### src/hw/bus_pkg.sv
package bus_pkg;

  // bus geometry, command decode assumes two masters
  localparam int N_MASTERS = 2;
  localparam int N_SLAVES  = 3;

  typedef logic [0:0] master_id_t;
  // slave 0 is the idle code
  typedef logic [1:0] slave_id_t;
  // master number on top of slave number
  typedef logic [2:0] bus_sel_t;

  // status reported by a master
  typedef logic [1:0] com_t;
  localparam com_t COM_END      = 2'b00;
  localparam com_t COM_NAK      = 2'b01;
  localparam com_t COM_WAIT_ACK = 2'b10;
  localparam com_t COM_ACTIVE   = 2'b11;

  // commands sent to a master
  typedef logic [1:0] cmd_t;
  localparam cmd_t CMD_WAIT   = 2'b00;
  localparam cmd_t CMD_STOP_S = 2'b01;
  localparam cmd_t CMD_STOP_P = 2'b10;
  localparam cmd_t CMD_CLEAR  = 2'b11;

  typedef enum logic [2:0] {
    RST, START, ALLOC, ACK, COM, DONE, OVER
  } arb_state_t;

endpackage
### src/hw/bus_interconnect_top.sv
`timescale 1ns/1ps

module bus_interconnect_top #(
  parameter int HOLD_LIMIT = 1000
) (
  input  logic               clk,
  input  logic               rstN,
  // master side
  input  bus_pkg::slave_id_t id        [bus_pkg::N_MASTERS-1:0],
  input  bus_pkg::com_t      com_state [bus_pkg::N_MASTERS-1:0],
  input  logic               done      [bus_pkg::N_MASTERS-1:0],
  input  logic               addr      [bus_pkg::N_MASTERS-1:0],
  input  logic               mosi      [bus_pkg::N_MASTERS-1:0],
  input  logic               valid     [bus_pkg::N_MASTERS-1:0],
  input  logic               last      [bus_pkg::N_MASTERS-1:0],
  output bus_pkg::cmd_t      cmd       [bus_pkg::N_MASTERS-1:0],
  output logic               miso      [bus_pkg::N_MASTERS-1:0],
  output logic               ready     [bus_pkg::N_MASTERS-1:0],
  // slave side, slot 0 unused
  output logic               s_addr    [bus_pkg::N_SLAVES:0],
  output logic               s_mosi    [bus_pkg::N_SLAVES:0],
  output logic               s_valid   [bus_pkg::N_SLAVES:0],
  output logic               s_last    [bus_pkg::N_SLAVES:0],
  input  logic               s_miso    [bus_pkg::N_SLAVES:0],
  input  logic               s_ready   [bus_pkg::N_SLAVES:0],
  output bus_pkg::bus_sel_t  bus_sel
);

  logic expire;
  logic fw_addr;
  logic fw_mosi;
  logic fw_valid;
  logic fw_last;
  logic sl_miso;
  logic sl_ready;

  ////////////////////
  // control
  ////////////////////
  bus_arbiter_ctrl u_ctrl (
    .clk(clk), .rstN(rstN), .id(id), .com_state(com_state), .done(done),
    .expire(expire), .cmd(cmd), .bus_sel(bus_sel)
  );

  hold_timer #(.HOLD_LIMIT(HOLD_LIMIT)) u_timer (
    .clk(clk), .rstN(rstN), .bus_sel(bus_sel), .expire(expire)
  );

  ////////////////////
  // datapath
  ////////////////////
  master_route u_mroute (
    .bus_sel(bus_sel), .addr(addr), .mosi(mosi), .valid(valid), .last(last),
    .sl_miso(sl_miso), .sl_ready(sl_ready), .fw_addr(fw_addr), .fw_mosi(fw_mosi),
    .fw_valid(fw_valid), .fw_last(fw_last), .miso(miso), .ready(ready)
  );

  slave_route u_sroute (
    .bus_sel(bus_sel), .fw_addr(fw_addr), .fw_mosi(fw_mosi), .fw_valid(fw_valid),
    .fw_last(fw_last), .s_miso(s_miso), .s_ready(s_ready), .s_addr(s_addr),
    .s_mosi(s_mosi), .s_valid(s_valid), .s_last(s_last), .sl_miso(sl_miso),
    .sl_ready(sl_ready)
  );

endmodule

### src/hw/bus_arbiter_ctrl.sv
`timescale 1ns/1ps

module bus_arbiter_ctrl (
  input  logic               clk,
  input  logic               rstN,
  input  bus_pkg::slave_id_t id        [bus_pkg::N_MASTERS-1:0],
  input  bus_pkg::com_t      com_state [bus_pkg::N_MASTERS-1:0],
  input  logic               done      [bus_pkg::N_MASTERS-1:0],
  input  logic               expire,
  output bus_pkg::cmd_t      cmd       [bus_pkg::N_MASTERS-1:0],
  output bus_pkg::bus_sel_t  bus_sel
);

  import bus_pkg::*;

  localparam int SW = $bits(slave_id_t);

  arb_state_t state;
  arb_state_t next_state;
  master_id_t cur_master;
  master_id_t pick_master;
  slave_id_t  cur_slave;
  slave_id_t  pick_slave;
  cmd_t       cmd_reg;
  logic       preempted;
  logic       any_req;
  com_t       cur_com;
  logic       cur_done;

  assign cur_com  = com_state[cur_master];
  assign cur_done = done[cur_master];
  assign any_req  = (id[0] != '0) || (id[1] != '0);

  // master 0 wins unless the last holder was preempted
  always_comb begin
    pick_master = '0;
    if (preempted && (id[~cur_master] != '0)) begin
      pick_master = ~cur_master;
    end else if (id[0] == '0) begin
      pick_master = 1'b1;
    end
    pick_slave = id[pick_master];
  end

  ////////////////////
  // next state
  ////////////////////
  always_comb begin
    next_state = state;
    case (state)
      RST:   next_state = START;
      START: if (any_req) next_state = ALLOC;
      ALLOC: next_state = ACK;
      ACK: begin
        if (cur_com == COM_NAK) begin
          next_state = OVER;
        end else if (cur_com == COM_ACTIVE) begin
          next_state = COM;
        end
      end
      COM: begin
        if (cur_com == COM_END) begin
          next_state = OVER;
        end else if (expire) begin
          next_state = DONE;
        end
      end
      DONE:    if (cur_done) next_state = OVER;
      OVER:    next_state = START;
      default: next_state = RST;
    endcase
  end

  ////////////////////
  // state and grant registers
  ////////////////////
  always_ff @(posedge clk or negedge rstN) begin
    if (!rstN) begin
      state      <= RST;
      cur_master <= '0;
      cur_slave  <= '0;
      cmd_reg    <= CMD_WAIT;
      bus_sel    <= '0;
      preempted  <= 1'b0;
    end else begin
      state <= next_state;
      case (state)
        START: begin
          if (any_req) begin
            cur_master <= pick_master;
            cur_slave  <= pick_slave;
            preempted  <= 1'b0;
          end
        end
        ALLOC: cmd_reg <= CMD_CLEAR;
        ACK: begin
          if (cur_com == COM_ACTIVE) begin
            bus_sel <= {cur_master, cur_slave};
          end
        end
        COM: begin
          if (cur_com == COM_END) begin
            bus_sel <= '0;
          end else if (expire) begin
            cmd_reg <= CMD_STOP_P;
          end
        end
        DONE: begin
          // holder gave up the bus under force
          if (cur_done) begin
            bus_sel   <= '0;
            preempted <= 1'b1;
          end
        end
        OVER:    cmd_reg <= CMD_WAIT;
        default: cmd_reg <= CMD_WAIT;
      endcase
    end
  end

  // command only to the master in service
  always_comb begin
    for (int m = 0; m < N_MASTERS; m++) begin
      cmd[m] = (master_id_t'(m) == cur_master) ? cmd_reg : CMD_WAIT;
    end
  end

  a_idle_in_start: assert property (@(posedge clk) disable iff (!rstN)
    (state == START) |-> (bus_sel == '0));
  a_sel_has_slave: assert property (@(posedge clk) disable iff (!rstN)
    (bus_sel != '0) |-> (bus_sel[SW-1:0] != '0));

endmodule

### src/hw/slave_route.sv
`timescale 1ns/1ps

module slave_route (
  input  bus_pkg::bus_sel_t bus_sel,
  input  logic              fw_addr,
  input  logic              fw_mosi,
  input  logic              fw_valid,
  input  logic              fw_last,
  input  logic              s_miso  [bus_pkg::N_SLAVES:0],
  input  logic              s_ready [bus_pkg::N_SLAVES:0],
  output logic              s_addr  [bus_pkg::N_SLAVES:0],
  output logic              s_mosi  [bus_pkg::N_SLAVES:0],
  output logic              s_valid [bus_pkg::N_SLAVES:0],
  output logic              s_last  [bus_pkg::N_SLAVES:0],
  output logic              sl_miso,
  output logic              sl_ready
);

  import bus_pkg::*;

  slave_id_t         slv;
  logic [N_SLAVES:0] hit;

  assign slv = bus_sel[$bits(slave_id_t)-1:0];

  // slot 0 is the idle code and stays dark
  always_comb begin
    for (int s = 0; s <= N_SLAVES; s++) begin
      hit[s]     = (s != 0) && (slave_id_t'(s) == slv);
      s_addr[s]  = hit[s] & fw_addr;
      s_mosi[s]  = hit[s] & fw_mosi;
      s_valid[s] = hit[s] & fw_valid;
      s_last[s]  = hit[s] & fw_last;
    end
  end

  // return path from the selected slave
  assign sl_miso  = (slv != '0) ? s_miso[slv]  : 1'b0;
  assign sl_ready = (slv != '0) ? s_ready[slv] : 1'b0;

endmodule

### src/hw/master_route.sv
`timescale 1ns/1ps

module master_route (
  input  bus_pkg::bus_sel_t bus_sel,
  input  logic              addr  [bus_pkg::N_MASTERS-1:0],
  input  logic              mosi  [bus_pkg::N_MASTERS-1:0],
  input  logic              valid [bus_pkg::N_MASTERS-1:0],
  input  logic              last  [bus_pkg::N_MASTERS-1:0],
  input  logic              sl_miso,
  input  logic              sl_ready,
  output logic              fw_addr,
  output logic              fw_mosi,
  output logic              fw_valid,
  output logic              fw_last,
  output logic              miso  [bus_pkg::N_MASTERS-1:0],
  output logic              ready [bus_pkg::N_MASTERS-1:0]
);

  import bus_pkg::*;

  master_id_t mst;
  logic       active;

  // master number sits in the top bit
  assign mst    = bus_sel[$bits(bus_sel_t)-1];
  assign active = (bus_sel != '0);

  // forward lines of the granted master, quiet when idle
  always_comb begin
    fw_addr  = 1'b0;
    fw_mosi  = 1'b0;
    fw_valid = 1'b0;
    fw_last  = 1'b0;
    if (active) begin
      fw_addr  = addr[mst];
      fw_mosi  = mosi[mst];
      fw_valid = valid[mst];
      fw_last  = last[mst];
    end
  end

  // return lines reach the granted master only
  always_comb begin
    for (int m = 0; m < N_MASTERS; m++) begin
      miso[m]  = active && (master_id_t'(m) == mst) && sl_miso;
      ready[m] = active && (master_id_t'(m) == mst) && sl_ready;
    end
  end

endmodule

### src/hw/hold_timer.sv
`timescale 1ns/1ps

module hold_timer #(
  parameter int HOLD_LIMIT = 1000
) (
  input  logic              clk,
  input  logic              rstN,
  input  bus_pkg::bus_sel_t bus_sel,
  output logic              expire
);

  localparam int CNT_W = $clog2(HOLD_LIMIT + 1);
  typedef logic [CNT_W-1:0] cnt_t;
  localparam cnt_t LIMIT = cnt_t'(HOLD_LIMIT);

  cnt_t cnt;
  cnt_t cnt_next;
  logic granted;

  assign granted  = (bus_sel != '0);
  // sticks at the limit until the bus goes idle
  assign cnt_next = (cnt == LIMIT) ? cnt : cnt_t'(cnt + 1'b1);

  always_ff @(posedge clk or negedge rstN) begin
    if (!rstN) begin
      cnt    <= '0;
      expire <= 1'b0;
    end else if (!granted) begin
      cnt    <= '0;
      expire <= 1'b0;
    end else begin
      cnt    <= cnt_next;
      expire <= (cnt_next == LIMIT);
    end
  end

endmodule

### config.mk
export PLATFORM = sky130hd
export DESIGN_NAME = bus_interconnect_top
export DESIGN_NICKNAME = d
export VERILOG_FILES = /design/src/hw/bus_pkg.sv /design/src/hw/bus_interconnect_top.sv /design/src/hw/bus_arbiter_ctrl.sv /design/src/hw/slave_route.sv /design/src/hw/master_route.sv /design/src/hw/hold_timer.sv
export SDC_FILE = /design/constraint.sdc
export NUM_CORES = 1
export LEC_CHECK = 0
export BUFFER_PORTS_ARGS = -buffer_cell sky130_fd_sc_hd__buf_2
export CORE_MARGIN = 5
export CORE_UTILIZATION = 41
export CTS_CLUSTER_SIZE = 30
export DETAILED_ROUTE_END_ITERATION = 8
export GPL_TIMING_DRIVEN = 0
export PLACE_DENSITY = 0.75
export SETUP_SLACK_MARGIN = 0.3
export SLEW_MARGIN = 20
export SYNTH_ARGS = -nofsm -noshare
export SYNTH_HDL_FRONTEND = slang
export SYNTH_SLANG_ARGS = --single-unit
### constraint.sdc
create_clock -name clk -period 2.6 [get_ports clk]
set_clock_uncertainty 0.2 [all_clocks]
set_input_delay 0.52 -clock clk [delete_from_list [all_inputs] [get_ports clk]]
set_output_delay 0.52 -clock clk [all_outputs]
set_load 0.03 [all_outputs]
## Yosys cells after proc, flatten, opt, wreduce, memory -nomap -nowiden

Cells that the tools add are included.
Widths: inputs -> output; s select.

- Register bits: 23
- Input bits: 28
- Logic and storage cells: 125

- $add $sub $neg: 1
- $lt $le $gt $ge: 5
- Equal/unequal tests: 21
- Multiplexer cells: 50
- Bitwise logic cells: 15
- Reduce and logical (&&, ||, !) cells: 25

Operators with widths:

| kind | count |
|---|---|
| $mux 3 | 9 |
| $mux 1 | 23 |
| $eq 10x10->1 const B | 2 |
| $mux 10 | 2 |
| $mux 2 | 10 |
| $pmux 3 s6 | 1 |
| $and 1x1->1 | 12 |
| $add 10x1->10 const B | 1 |
| $ne 2x1->1 const B | 5 |
| $reduce_bool 2->1 | 5 |
| $eq 3x3->1 const B | 3 |
| $pmux 3 s3 | 1 |
| $lt 1x2->1 const B | 4 |
| $reduce_and 4->1 | 2 |
| $logic_and 1x1->1 | 7 |
| $eq 3x2->1 const B | 2 |
| $ne 3x1->1 const B | 2 |
| $pmux 2 s3 | 1 |
| $reduce_and 3->1 | 2 |
| $reduce_bool 3->1 | 2 |
| $bmux 1 s2 | 2 |
| $eq 2x2->1 const A | 2 |
| $logic_not 2->1 | 2 |
| $eq 3x1->1 const B | 1 |
| 12 further kinds | 14 |

## Depth between registers and ports, before layout

Gate-level depths: netlist of the first run.

- Depth after elaboration: 8
- Mapped depth: 7
- Depth with buffers taken out: 6

## Modules after synthesis

Synthesis of the first run repeated with hierarchy kept, for this count alone.

- Cells, all modules: 189
- Area, all modules: 1762.9 um^2

Modules (own cells, without submodules):

| module | instances | cells an instance | area an instance (um^2) | seq. area each (um^2) |
|---|---|---|---|---|
| bus_arbiter_ctrl | 1 | 78 | 762.0 | 300.3 |
| hold_timer | 1 | 70 | 735.7 | 275.3 |
| slave_route | 1 | 23 | 165.2 | 0.0 |
| master_route | 1 | 18 | 100.1 | 0.0 |

## Worst setup path after synthesis of the first run

No wires, ideal clock.

- Path kind: register -> output
- Start point: reg u_ctrl.bus_sel[0]
- End point: out miso[0] (netlist bit)
- Data arrival time: 1.457 ns
- Data required time: 1.880 ns
- Path slack: 0.423 ns
- Stages on the path, launching flop included: 6
- Cells stage by stage: dfrtp_1 > clkbuf_1 > inv_1 > nor2_1 > a21oi_1 > nor2_1

RTL lines:

| what | line | source |
|---|---|---|
| start, declared | bus_arbiter_ctrl.sv:11 | `output bus_pkg::bus_sel_t bus_sel` |
| start signal, assigned | bus_arbiter_ctrl.sv:98 | `bus_sel <= {cur_master, cur_slave};` |
| end, declared | bus_interconnect_top.sv:17 | `output logic miso [bus_pkg::N_MASTERS-1:0],` |

==> summary.md, run 1 <==
| Metric | Value |
|---|---|
| Initial DRC Count | 58 |
| Max clock buf depth | 2 |
| Clock Power Share | approximately 9.8% |
| Lkg Pwr | ~1 nW |
| Required time of the critical path | 1880 ps |
| N_diodes | 0 |
| Largest regs | u_timer.cnt: 10 flops, u_ctrl.bus_sel: 3 flops, u_ctrl.state: 3 flops |
| Worst Tran Pin Value | 623.4 ps |
| CP Max Fanout | 6 |
| IO Pins | 55 |
| Total CTS buffers | 3 |
| Initial core utilization | approximately two fifths |
| Die ar. | roughly 5400 µm² |
| Biggest register | u_timer.cnt |
| Max Fclk | ~460 MHz |
| Site row count | 23 |
| CTS tree | yes |
| Vias in the first global route | between 1,000 and 1,500 |
| # nets final | ~280 |
| Port buffer count | 48 |
| Worst hold path class | in2async |
| Worst VDD drop | 0.5496 mV |
| GRT Residual Overflow | 0 |
| Antenna violations before repair | 0 |
| Detail Route Antenna Nets | 0 |
| Min Hold Slack | just under 10 ps |
| Rel. slew slack | around three fifths |
| Dpl hpwl | 2.935 mm |
| Post-synthesis sequential area ratio | 34.53% |
| Largest register FFs | 10 |
| GP Congestion | roughly 0.84 |
| Status | finished clean |
| Syn Inst Count | around 200 |
| Max-Cap Viols | 0 |
| Core area | approximately 4000 µm² |
| RSZ-0062 raised after global routing | true |
| Final period utilization | between 80% and 90% |
| Later-pin clock latency in the skew report | about 270 ps |
| WP data arrival | 1460 ps |
| Crit-path slowest cell | dfrtp_1 |
| Crit end category | output pin |
| Switch share | 50.06% |
| Startpoint types | flip-flop |
| Largest net degree at the start of global routing | 24 |
| H-tree lvl count | 1 |
| Cts hold-fix bufs | 0 |
| Reg clk slew, reported paths | about 90 ps |
| Routed WL | ~3.7 mm |
| Part of the power in registers | about a quarter |
| Vias per cell | roughly 5.0 |
| P&R area growth vs syn | 21.77% |
| Global Route Usage Sum | 13.75% |
| Final core utilization | about half |
| P_sw | approximately 1.1 mW |
| Max Slew Vio Count | 0 |
| CP Cell Sequence | clkbuf_2 -> mux2i_1 -> nor2_1 -> a21oi_1 -> nor2_1 -> buf_2 |
| Slowest stage delay, CP | between 300 and 400 ps |
| Cell repeated most along the worst path | nor2_1 |
| Unique masters post-synth | between 50 and 60 |
| DRC viols | 0 |
| TritonRoute pass-1 iters | 4 |
| Dominant synthesized flop cell | dfrtp_1 |
| Setup CP Type | reg2out |
| Die W | about 74 µm |
| Routed vias | around 1,500 |
| Flops & latches, synth | 23 |
| Tmin final | 2183 ps |
| Pint | about 1.1 mW |
| Post-synthesis instance area | ~1700 µm² |
| EDFF count, synth | 0 |
| Power Density | between 1000 and 1500 nW/µm² |
| Asr flop ratio synth | between 90% and 100% |
| Comb power frac | 64.1% |
| Clock Sinks | 23 |
| Most frequent cells in the layout | buf_2, nor2_1, dfrtp_1 |
| Tot Pwr | roughly 2.3 mW |
| Synth Warn # | 0 |
| First-pass GRT wire length | ~6 mm |
| CTS Root Cell | clkbuf_8 |
| Hold Violations, Final | 0 |
| Total negative slack | 0 ps |
| Final setup fails | 0 |
| R2R cell count | 7 |
| Commonest non-fill, non-tap cell in the layout | buf_2 |
| Routed length per instance | approximately 12 µm |
| Post-CTS setup buffers | 0 |
| Die height | around 74 µm |
| Mean Syn Cell Area | 8.460 µm² |
| Fraction of layout cells with a size suffix above 1 | 30.95% |
==> final timing paths <==
| check | startpoint | endpoint | slack (ps) |
|---|---|---|---|
| worst max-delay path | u_ctrl.bus_sel[0]$_DFFE_PN0P_ | ready[1] | 420 |
| worst min-delay path | rstN | u_ctrl.bus_sel[0]$_DFFE_PN0P_ | 10 |
| worst max register to register | u_timer.cnt[0]$_DFF_PN0_ | u_timer.expire$_DFF_PN0_ | 620 |
| worst min register to register | u_ctrl.preempted$_DFFE_PN0P_ | u_ctrl.preempted$_DFFE_PN0P_ | 340 |
| max in group asynchronous | rstN | u_timer.expire$_DFF_PN0_ | 1840 |
| min in group clk | u_ctrl.preempted$_DFFE_PN0P_ | u_ctrl.preempted$_DFFE_PN0P_ | 340 |
==> critical path, delay by kind of cell, from the launching register on <==
| kind | cells | cell delay, ps |
|---|---|---|
| multiplexers | 1 | 200 |
| AO/OA/AOI/OAI | 1 | 190 |
| buffers and inverters | 2 | 350 |
| flip-flops | 1 | 350 |
| AND/OR/NAND/NOR | 2 | 120 |
==> routing by layer <==
metal	GRT usage, %	routed length, µm	vias to the layer above
li1	-	-	787
met1	17.57	1651	705
met2	23.03	1885	25
met3	3.283	169	4
met4	3.823	39	0
met5	0	0	-
==> cell families after synthesis <==
kind of cell / count (synthesis) / synth area share, %
multiplexers: 13 / 7.883
AND/OR/NAND/NOR: 90 / 30.56
AO/OA/AOI/OAI: 38 / 14.26
adder cells (fa/ha/maj): 2 / 1.501
flip-flops: 23 / 34.53
XOR/XNOR: 7 / 3.679
other: 1 / 0.2250
buffers and inverters: 23 / 7.357
==> layout make-up <==
class / count / area, µm²
plain buffers: 14 / 91.34
clock buffers: 3 / 41.29
clock inverters: 1 / 5.005
fillers: 383 / 1942
inverters: 9 / 33.78
multi-input cells: 154 / 979.7
flip-flops and latches: 23 / 575.6
well taps: 50 / 62.56
repair buffers: 48 / 240.2
==> power by group through the flow <==
stage | Combinational [mW] | Sequential [mW] | Clock, mW
floorplan | 1.09 | 0.625 | 0
global placement | 1.45 | 0.599 | 0
detailed placement | 1.46 | 0.602 | 0
CTS | 1.47 | 0.596 | 0.231
global route | 1.60 | 0.616 | 0.248
finish | 1.46 | 0.595 | 0.224
==> timing repair <==
action | 4_1_cts | 5_1_grt
setup endpoints to repair | 4 | 4
gates resized for setup | 1 | 2
pin swaps | 0 | 0
cloned | 0 | 0
==> cells in the mapped netlist, types with 3 or more instances <==
cell type	number	area share (%)
xnor2_1	5	2.6
buf_2	5	1.5
buf_4	6	2.7
nand2_1	14	3.2
inv_1	9	2.0
nor3_1	6	1.8
mux2i_1	12	7.2
nor3_2	3	1.8
nor2_1	34	7.7
o21ai_0	10	3.0
dfrtp_1	23	35
a21oi_1	13	3.9
nand3_1	4	1.2
nand2b_1	4	1.5
==> per-stage QoR <==
step / instance area, µm² / cells / setup WS (ps)
6_report: 2029 / 302 / 416.5
5_1_grt: 2029 / 302 / 285.2
4_1_cts: 2028 / 302 / 329.8
3_5_place_dp: 1981 / 298 / 585.5
3_3_place_gp: 1981 / 298 / 594.9
2_1_floorplan: 1678 / 200 / 423.0
Note: power is estimated with default switching activity, not from simulation.
==> inputs of run 2 (changes only) <==
Settings changed: ABC_AREA set to 1.
Clock period 2.6 ns to 2.14 ns, I/O delays scaled along.
==> run 2 against run 1 <==
  * Sequential power is 16% higher
  * Die area is 2.9% lower
  * Routed wire length is 8.3% higher
  * Largest power group unchanged
  * Highest routed layer unchanged
==> summary.md, run 2 <==
| Metric | Value |
|---|---|
| Global Route Usage Sum | 15.94% (+2.2 points) |
| Largest regs | u_timer.cnt: 10 flops, u_ctrl.bus_sel: 3 flops, u_ctrl.state: 3 flops |
| Asr flop ratio synth | 100.0% (unchanged) |
| Crit-path slowest cell | dfrtp_2 |
| CTS tree | yes |
| # nets final | 334 (+18%) |
| Tot Pwr | 2.852 mW (+25%) |
| Antenna violations before repair | 0 (unchanged) |
| Mean Syn Cell Area | 6.766 µm² (-20%) |
| Routed WL | 4.057 mm (+8.3%) |
| Cell taking the most area after synthesis | dfrtp_1 |
| Status | finished clean |
| Vias in the first global route | 1,595 (+15%) |
| WP data arrival | 1490 ps (+30 ps) |
| Commonest non-fill, non-tap cell in the layout | nand2_1 |
| Power Density | 1247 nW/µm² (+11%) |
| Total CTS buffers | 3 (unchanged) |
| Worst r2r src | u_timer.cnt[0]$_DFF_PN0_ |
| Setup WS pre-CTS | 157.9 ps (-427.6 ps) |
| CP Max Fanout | 4 (-2) |
| EDFF count, synth | 0 (unchanged) |
| Unique masters post-synth | 31 (-40%) |
| Syn Inst Count | 238 (+21%) |
| Required time of the critical path | 1510 ps (-370 ps) |
| First-pass GRT wire length | 6.713 mm (+11%) |
| P&R area growth vs syn | 41.96% |
| Later-pin clock latency in the skew report | 270 ps (about the same) |
| Largest net degree at the start of global routing | 24 (unchanged) |
| Most frequent cells in the layout | nand2_1, buf_2, nor2_1 |
| H-tree lvl count | 1 (unchanged) |
| Max-Cap Viols | 0 (unchanged) |
| Max clock buf depth | 2 (unchanged) |
| N_diodes | 0 (unchanged) |
| Site row count | 22 (-4.3%) |
| Clock Sinks | 23 (unchanged) |
| Post-DP Area | 1961 µm² (-1.0%) |
| Fin area | 2286 µm² (+13%) |
| TritonRoute pass-1 iters | 4 (unchanged) |
| Yosys top cell area share | 35.74% (+1.2 points) |
| CP delay by family, top | flip-flops |
| Post-synthesis instance area | 1610 µm² (-3.4%) |
| Final period utilization | 98.80% |
| Max Fclk | 473.0 MHz |
| Die ar. | 5281 µm² (-2.9%) |
| RSZ-0062 raised after global routing | true |
| GRT Residual Overflow | 0 (unchanged) |
| Initial DRC Count | 50 (-14%) |
| Port buffer count | 48 (unchanged) |
| Die height | 72.67 µm (-1.5%) |
| DRC viols | 0 (unchanged) |
| IO Pins | 55 (unchanged) |
| GP Congestion | 0.9085 (+8.0%) |
| Die W | 72.67 µm (-1.5%) |
| Vias per cell | 4.729 (-6.1%) |
| Largest cells by area after synthesis | dfrtp_1, nand2_1, nor2_1 |
| Hold Path Origin | id[2] |
| Routed vias | 1,660 (+9.1%) |
| CP Cell Sequence | inv_2 -> or2_1 -> buf_6 -> o211ai_4 -> nand3_2 -> inv_2 -> buf_6 |
| Rel. slew slack | 65.78% (+7.7 points) |
| Biggest register | u_timer.cnt |
| CTS Root Cell | clkbuf_8 |
| Largest register FFs | 10 (unchanged) |
| Worst hold path class | in2reg |
| Slowest stage delay, CP | 380 ps (+30 ps) |
| Crit end category | output pin |
| Lkg Pwr | 1.155 nW (+17%) |
| Min Hold Slack | 222.9 ps (+213.2 ps) |
| Worst hold stages | 3 |
| Core area | 3744 µm² (-5.7%) |
| Commonest cells in the netlist | nand2_1, nor2_1, inv_1 |
| Post-synthesis sequential area ratio | 35.74% (+1.2 points) |
| Dpl hpwl | 2.841 mm (-3.2%) |
| Synth Warn # | 0 (unchanged) |
| Startpoint types | flip-flop |
| Detail Route Antenna Nets | 0 (unchanged) |
| Tmin final | 2114 ps |
| Fraction of layout cells with a size suffix above 1 | 37.62% (+6.7 points) |
| Flops & latches, synth | 23 (unchanged) |
| Total negative slack | 0 ps (unchanged) |
| Routed length per instance | 11.56 µm (-6.8%) |
| Hold Violations, Final | 0 (unchanged) |
| Initial core utilization | 43.01% (+1.0 points) |
| Max Slew Vio Count | 0 (unchanged) |
| Dominant synthesized flop cell | dfrtp_1 |
| Worst Tran Pin Value | 513.3 ps (-110.1 ps) |
| CP Buf/Inv Count | 4 (+2) |
| Reg2reg end | u_timer.expire$_DFF_PN0_ |
| Setup slack, reg-to-reg | 460 ps (-160 ps) |
| Worst VDD drop | 0.5317 mV (-3.3%) |
| R2R cell count | 9 (+2) |
| Hold EP | u_ctrl.cur_slave[0]$_DFFE_PN0P_ |
| Reg clk slew, reported paths | 80 ps (about the same) |
| Most frequent cell after synthesis | nand2_1 |
| Final setup fails | 0 (unchanged) |
| Worst setup margin | 25.73 ps (-390.8 ps) |
| Setup CP Type | reg2out |
-- run 2: cell count changes after synthesis, moves of 3 or more --
| cell | change |
|---|---|
| a21oi_1 | -8 |
| inv_1 | +22 |
| mux2i_1 | -8 |
| nand2_1 | +46 |
| nand2_2 | +3 |
| nand2b_1 | -4 |
| nand3_1 | +10 |
| nand3_2 | +3 |
| nor2_1 | +10 |
| nor2_2 | +4 |
| o21ai_1 | +6 |
| xnor2_1 | -5 |
-- run 2: area by class of cell --
cell class                 count  area [µm²]
sequential                    23       578.1
buffer                         8       68.82
fill                         329        1458
tap                           48       60.06
multi-input combinational    177       992.2
clock buffer                   4       45.04
timing repair buffer          58       417.9
inverter                      33       123.9
-- run 2: stage by stage --
| step | utilization (%) | std cells |
|---|---|---|
| floorplan | - | 241 |
| global placement | 52.37 | 337 |
| detailed placement | 52.37 | 337 |
| CTS | 59.76 | 348 |
| global route | 61.06 | 351 |
| finish | 61.06 | 351 |
-- run 2: worst max path at each step --
stage	end	cells past startpoint	start
floorplan	miso[1]	6	u_ctrl.bus_sel[0]$_DFFE_PN0P_
global placement	miso[1]	7	u_ctrl.bus_sel[0]$_DFFE_PN0P_
CTS	miso[1]	7	u_ctrl.bus_sel[0]$_DFFE_PN0P_
finish	miso[1]	7	u_ctrl.bus_sel[0]$_DFFE_PN0P_
detailed placement	miso[1]	7	u_ctrl.bus_sel[0]$_DFFE_PN0P_
global route	ready[0]	7	u_ctrl.bus_sel[0]$_DFFE_PN0P_
-- run 2: cells by family after synthesis --
family / share of synthesized area (%)
buffers and inverters: 11.19
adders and majority gates: 1.554
xor gates and xnor gates: 1.088
other: 0.2329
AOI/OAI and AO/OA: 10.33
and+or+nand+nor: 37.37
muxes: 2.487
DFF: 35.74
-- run 2: worst min-delay path, stage by stage --
cell and delay, ps:
buf_2 100, nand2_1 50, a31oi_1 70
-- run 2: layer usage --
metal	track usage, %	vias to the layer above	part of all wire (%)
li1	-	867	-
met1	20.07	735	45
met2	27.05	53	46
met3	2.342	5	7.4
met4	6.762	0	1.6
met5	0	-	0
-- run 2: power by group --
group	switching [mW]	internal (mW)	leakage (nW)
combinational	1.14	0.747	0.835
clock	0.143	0.133	0.0228
sequential	0.120	0.571	0.297
total	1.40	1.45	1.15
-- run 2: what timing repair did --
action,4_1_cts,5_1_grt
endpoints found under the hold margin,23,0
buffers inserted,6,3
gates resized for setup,46,6
hold buffers,1,0
pin swaps,3,5
setup endpoints to repair,16,17
==> inputs of run 3 (changes only) <==
Settings changed: REMOVE_ABC_BUFFERS set to 1.
==> run 3 against run 2 <==
  * Sequential share of layout area increased by 1.8 points
  * Clock power about the same
  * Combinational power decreased by 12%
  * Cell count decreased by 2.3%
  * Flip-flop and latch count unchanged
  * Total power decreased by 5.9%
  * Critical path depth decreased by 4
  * Utilization decreased by 3.8 points
==> summary.md, run 3 (synthesized netlist as in run 2, its figures left out) <==
| Metric | Value |
|---|---|
| Commonest non-fill, non-tap cell in the layout | nand2_1 |
| N_diodes | 0 (unchanged) |
| Min Hold Slack | 227.5 ps (+4.624 ps) |
| Initial DRC Count | 35 (-30%) |
| Routed length per instance | 11.37 µm (-1.7%) |
| R2R cell count | 9 (unchanged) |
| Fillers | 335 (+1.8%) |
| Total negative slack | 0 ps (unchanged) |
| Die height | 72.67 µm (unchanged) |
| Area of the multi-input gates | 943.4 µm² (-4.9%) |
| Max Slew Vio Count | 0 (unchanged) |
| Setup WS pre-CTS | 115.6 ps (-42.34 ps) |
| Fin area | 2142 µm² (-6.3%) |
| Initial core utilization | 43.01% (unchanged) |
| Clock Sinks | 23 (unchanged) |
| Core area | 3744 µm² (unchanged) |
| Max-Cap Viols | 0 (unchanged) |
| Vias in the first global route | 1,507 (-5.5%) |
| Routed WL | 3.899 mm (-3.9%) |
| Worst VDD drop | 0.4747 mV (-11%) |
| Hold EP | u_ctrl.cur_slave[0]$_DFFE_PN0P_ |
| Routed vias | 1,622 (-2.3%) |
| RSZ-0062 raised after global routing | true |
| Die ar. | 5281 µm² (unchanged) |
| Reg clk slew, reported paths | 80 ps (about the same) |
| Worst r2r src | u_timer.cnt[0]$_DFF_PN0_ |
| Largest regs | u_timer.cnt: 10 flops, u_ctrl.bus_sel: 3 flops, u_ctrl.state: 3 flops |
| Hold Violations, Final | 0 (unchanged) |
| Lkg Pwr | 1.114 nW (-3.6%) |
| CTS tree | yes |
| Status | finished clean |
| First-pass GRT wire length | 6.168 mm (-8.1%) |
| IO Pins | 55 (unchanged) |
| Crit end category | output pin |
| P&R area growth vs syn | 33.02% |
| Hold Path Origin | id[2] |
| Largest net degree at the start of global routing | 24 (unchanged) |
| DRC viols | 0 (unchanged) |
| Vias per cell | 4.729 (about the same) |
| WP data arrival | 1430 ps (-60 ps) |
| Rel. slew slack | 65.74% (about the same) |
| Startpoint types | flip-flop |
| GRT Residual Overflow | 0 (unchanged) |
| Origin of the worst setup path | u_ctrl.bus_sel[2]$_DFFE_PN0P_ |
| H-tree lvl count | 1 (unchanged) |
| Final setup fails | 0 (unchanged) |
| CP Max Fanout | 7 (+3) |
| Storage cell area | 580.6 µm² (+0.43%) |
| # nets final | 326 (-2.4%) |
| Required time of the critical path | 1510 ps (about the same) |
| TritonRoute pass-1 iters | 4 (unchanged) |
| Setup CP Type | reg2out |
| Largest register FFs | 10 (unchanged) |
| Biggest register | u_timer.cnt |
| Most frequent cells in the layout | nand2_1, nor2_1, buf_2 |
| Fraction of layout cells with a size suffix above 1 | 32.54% (-5.1 points) |
| Power Density | 1253 nW/µm² (+0.47%) |
| Worst hold path class | in2reg |
| Reg2reg end | u_timer.expire$_DFF_PN0_ |
| Detail Route Antenna Nets | 0 (unchanged) |
| Antenna violations before repair | 0 (unchanged) |
| Post-DP Area | 1866 µm² (-4.8%) |
| Setup slack, reg-to-reg | 470 ps (about the same) |
| Die W | 72.67 µm (unchanged) |
| Total CTS buffers | 3 (unchanged) |
| CTS Root Cell | clkbuf_8 |
| Port buffer count | 48 (unchanged) |
| Worst hold stages | 3 (unchanged) |
| Later-pin clock latency in the skew report | 260 ps (about the same) |
| Worst setup margin | 81.54 ps (+55.80 ps) |
| Worst Tran Pin Value | 514.0 ps (+0.6794 ps) |
| Dpl hpwl | 2.802 mm (-1.4%) |
| Max clock buf depth | 2 (unchanged) |
| Final period utilization | 96.19% (-2.6 points) |
| GP Congestion | 0.8962 (-1.4%) |
| Site row count | 22 (unchanged) |
| Max Fclk | 485.8 MHz (+2.7%) |
| Tmin final | 2058 ps (-55.80 ps) |
| Global Route Usage Sum | 14.23% (-1.7 points) |
## run 3: changes by cell type in the layout (fill, tap and decap cells not counted), sizes merged
cell and delta:
buf -8, clkbuf -1, clkinv +1
## run 3: final cells by class
cell class              instances  share of cell area (%)
inverters                      33                   5.783
clock buffers                   3                   1.928
flip-flops and latches         23                   27.10
multi-input cells             177                   44.04
well taps                      48                   2.804
repair buffers                 58                   18.11
clock inverters                 1                  0.2336
## run 3: report_power, final
group          total (mW)  switching, mW  internal (mW)
Combinational        1.66           1.01          0.650
Clock               0.274          0.144          0.130
Sequential          0.747          0.173          0.574
## run 3: worst max-delay path by stage
| stage | endpoint | slack [ps] | depth (start not counted) |
|---|---|---|---|
| finish | s_addr[3] | 80 | 3 |
| global route | s_valid[3] | 30 | 3 |
| CTS | ready[1] | 110 | 5 |
| detailed placement | ready[1] | 120 | 6 |
| global placement | miso[1] | 140 | 6 |
| floorplan | miso[1] | 100 | 5 |
## run 3: routing by layer
layer  up-vias  wire length (µm)  global-route usage [%]
met5         -                 0                       0
met4         0                35                   5.123
met3         4               392                   3.444
met2        56              1814                   24.95
met1       700              1657                   16.77
li1        862                 -                       -
## run 3: worst max-delay path: stages (launching register included)
cell     delay [ps]
dfrtp_2         550
mux2i_4         360
nor2_1           80
buf_4           170
## run 3: stage by stage
| step | total power [mW] | cells | util, % |
|---|---|---|---|
| 2_1_floorplan | 1.731 | 233 | - |
| 3_3_place_gp | 2.051 | 329 | 49.83 |
| 3_5_place_dp | 2.077 | 329 | 49.83 |
| 4_1_cts | 2.539 | 340 | 54.58 |
| 5_1_grt | 2.912 | 343 | 57.22 |
| 6_report | 2.685 | 343 | 57.22 |
## run 3: timing repair
action,in CTS,in global routing
hold endpoints to repair,23,0
setup buffers,6,3
pin swaps,4,3
setup endpoints to repair,16,30
resized for setup,28,18
hold buffers,1,0
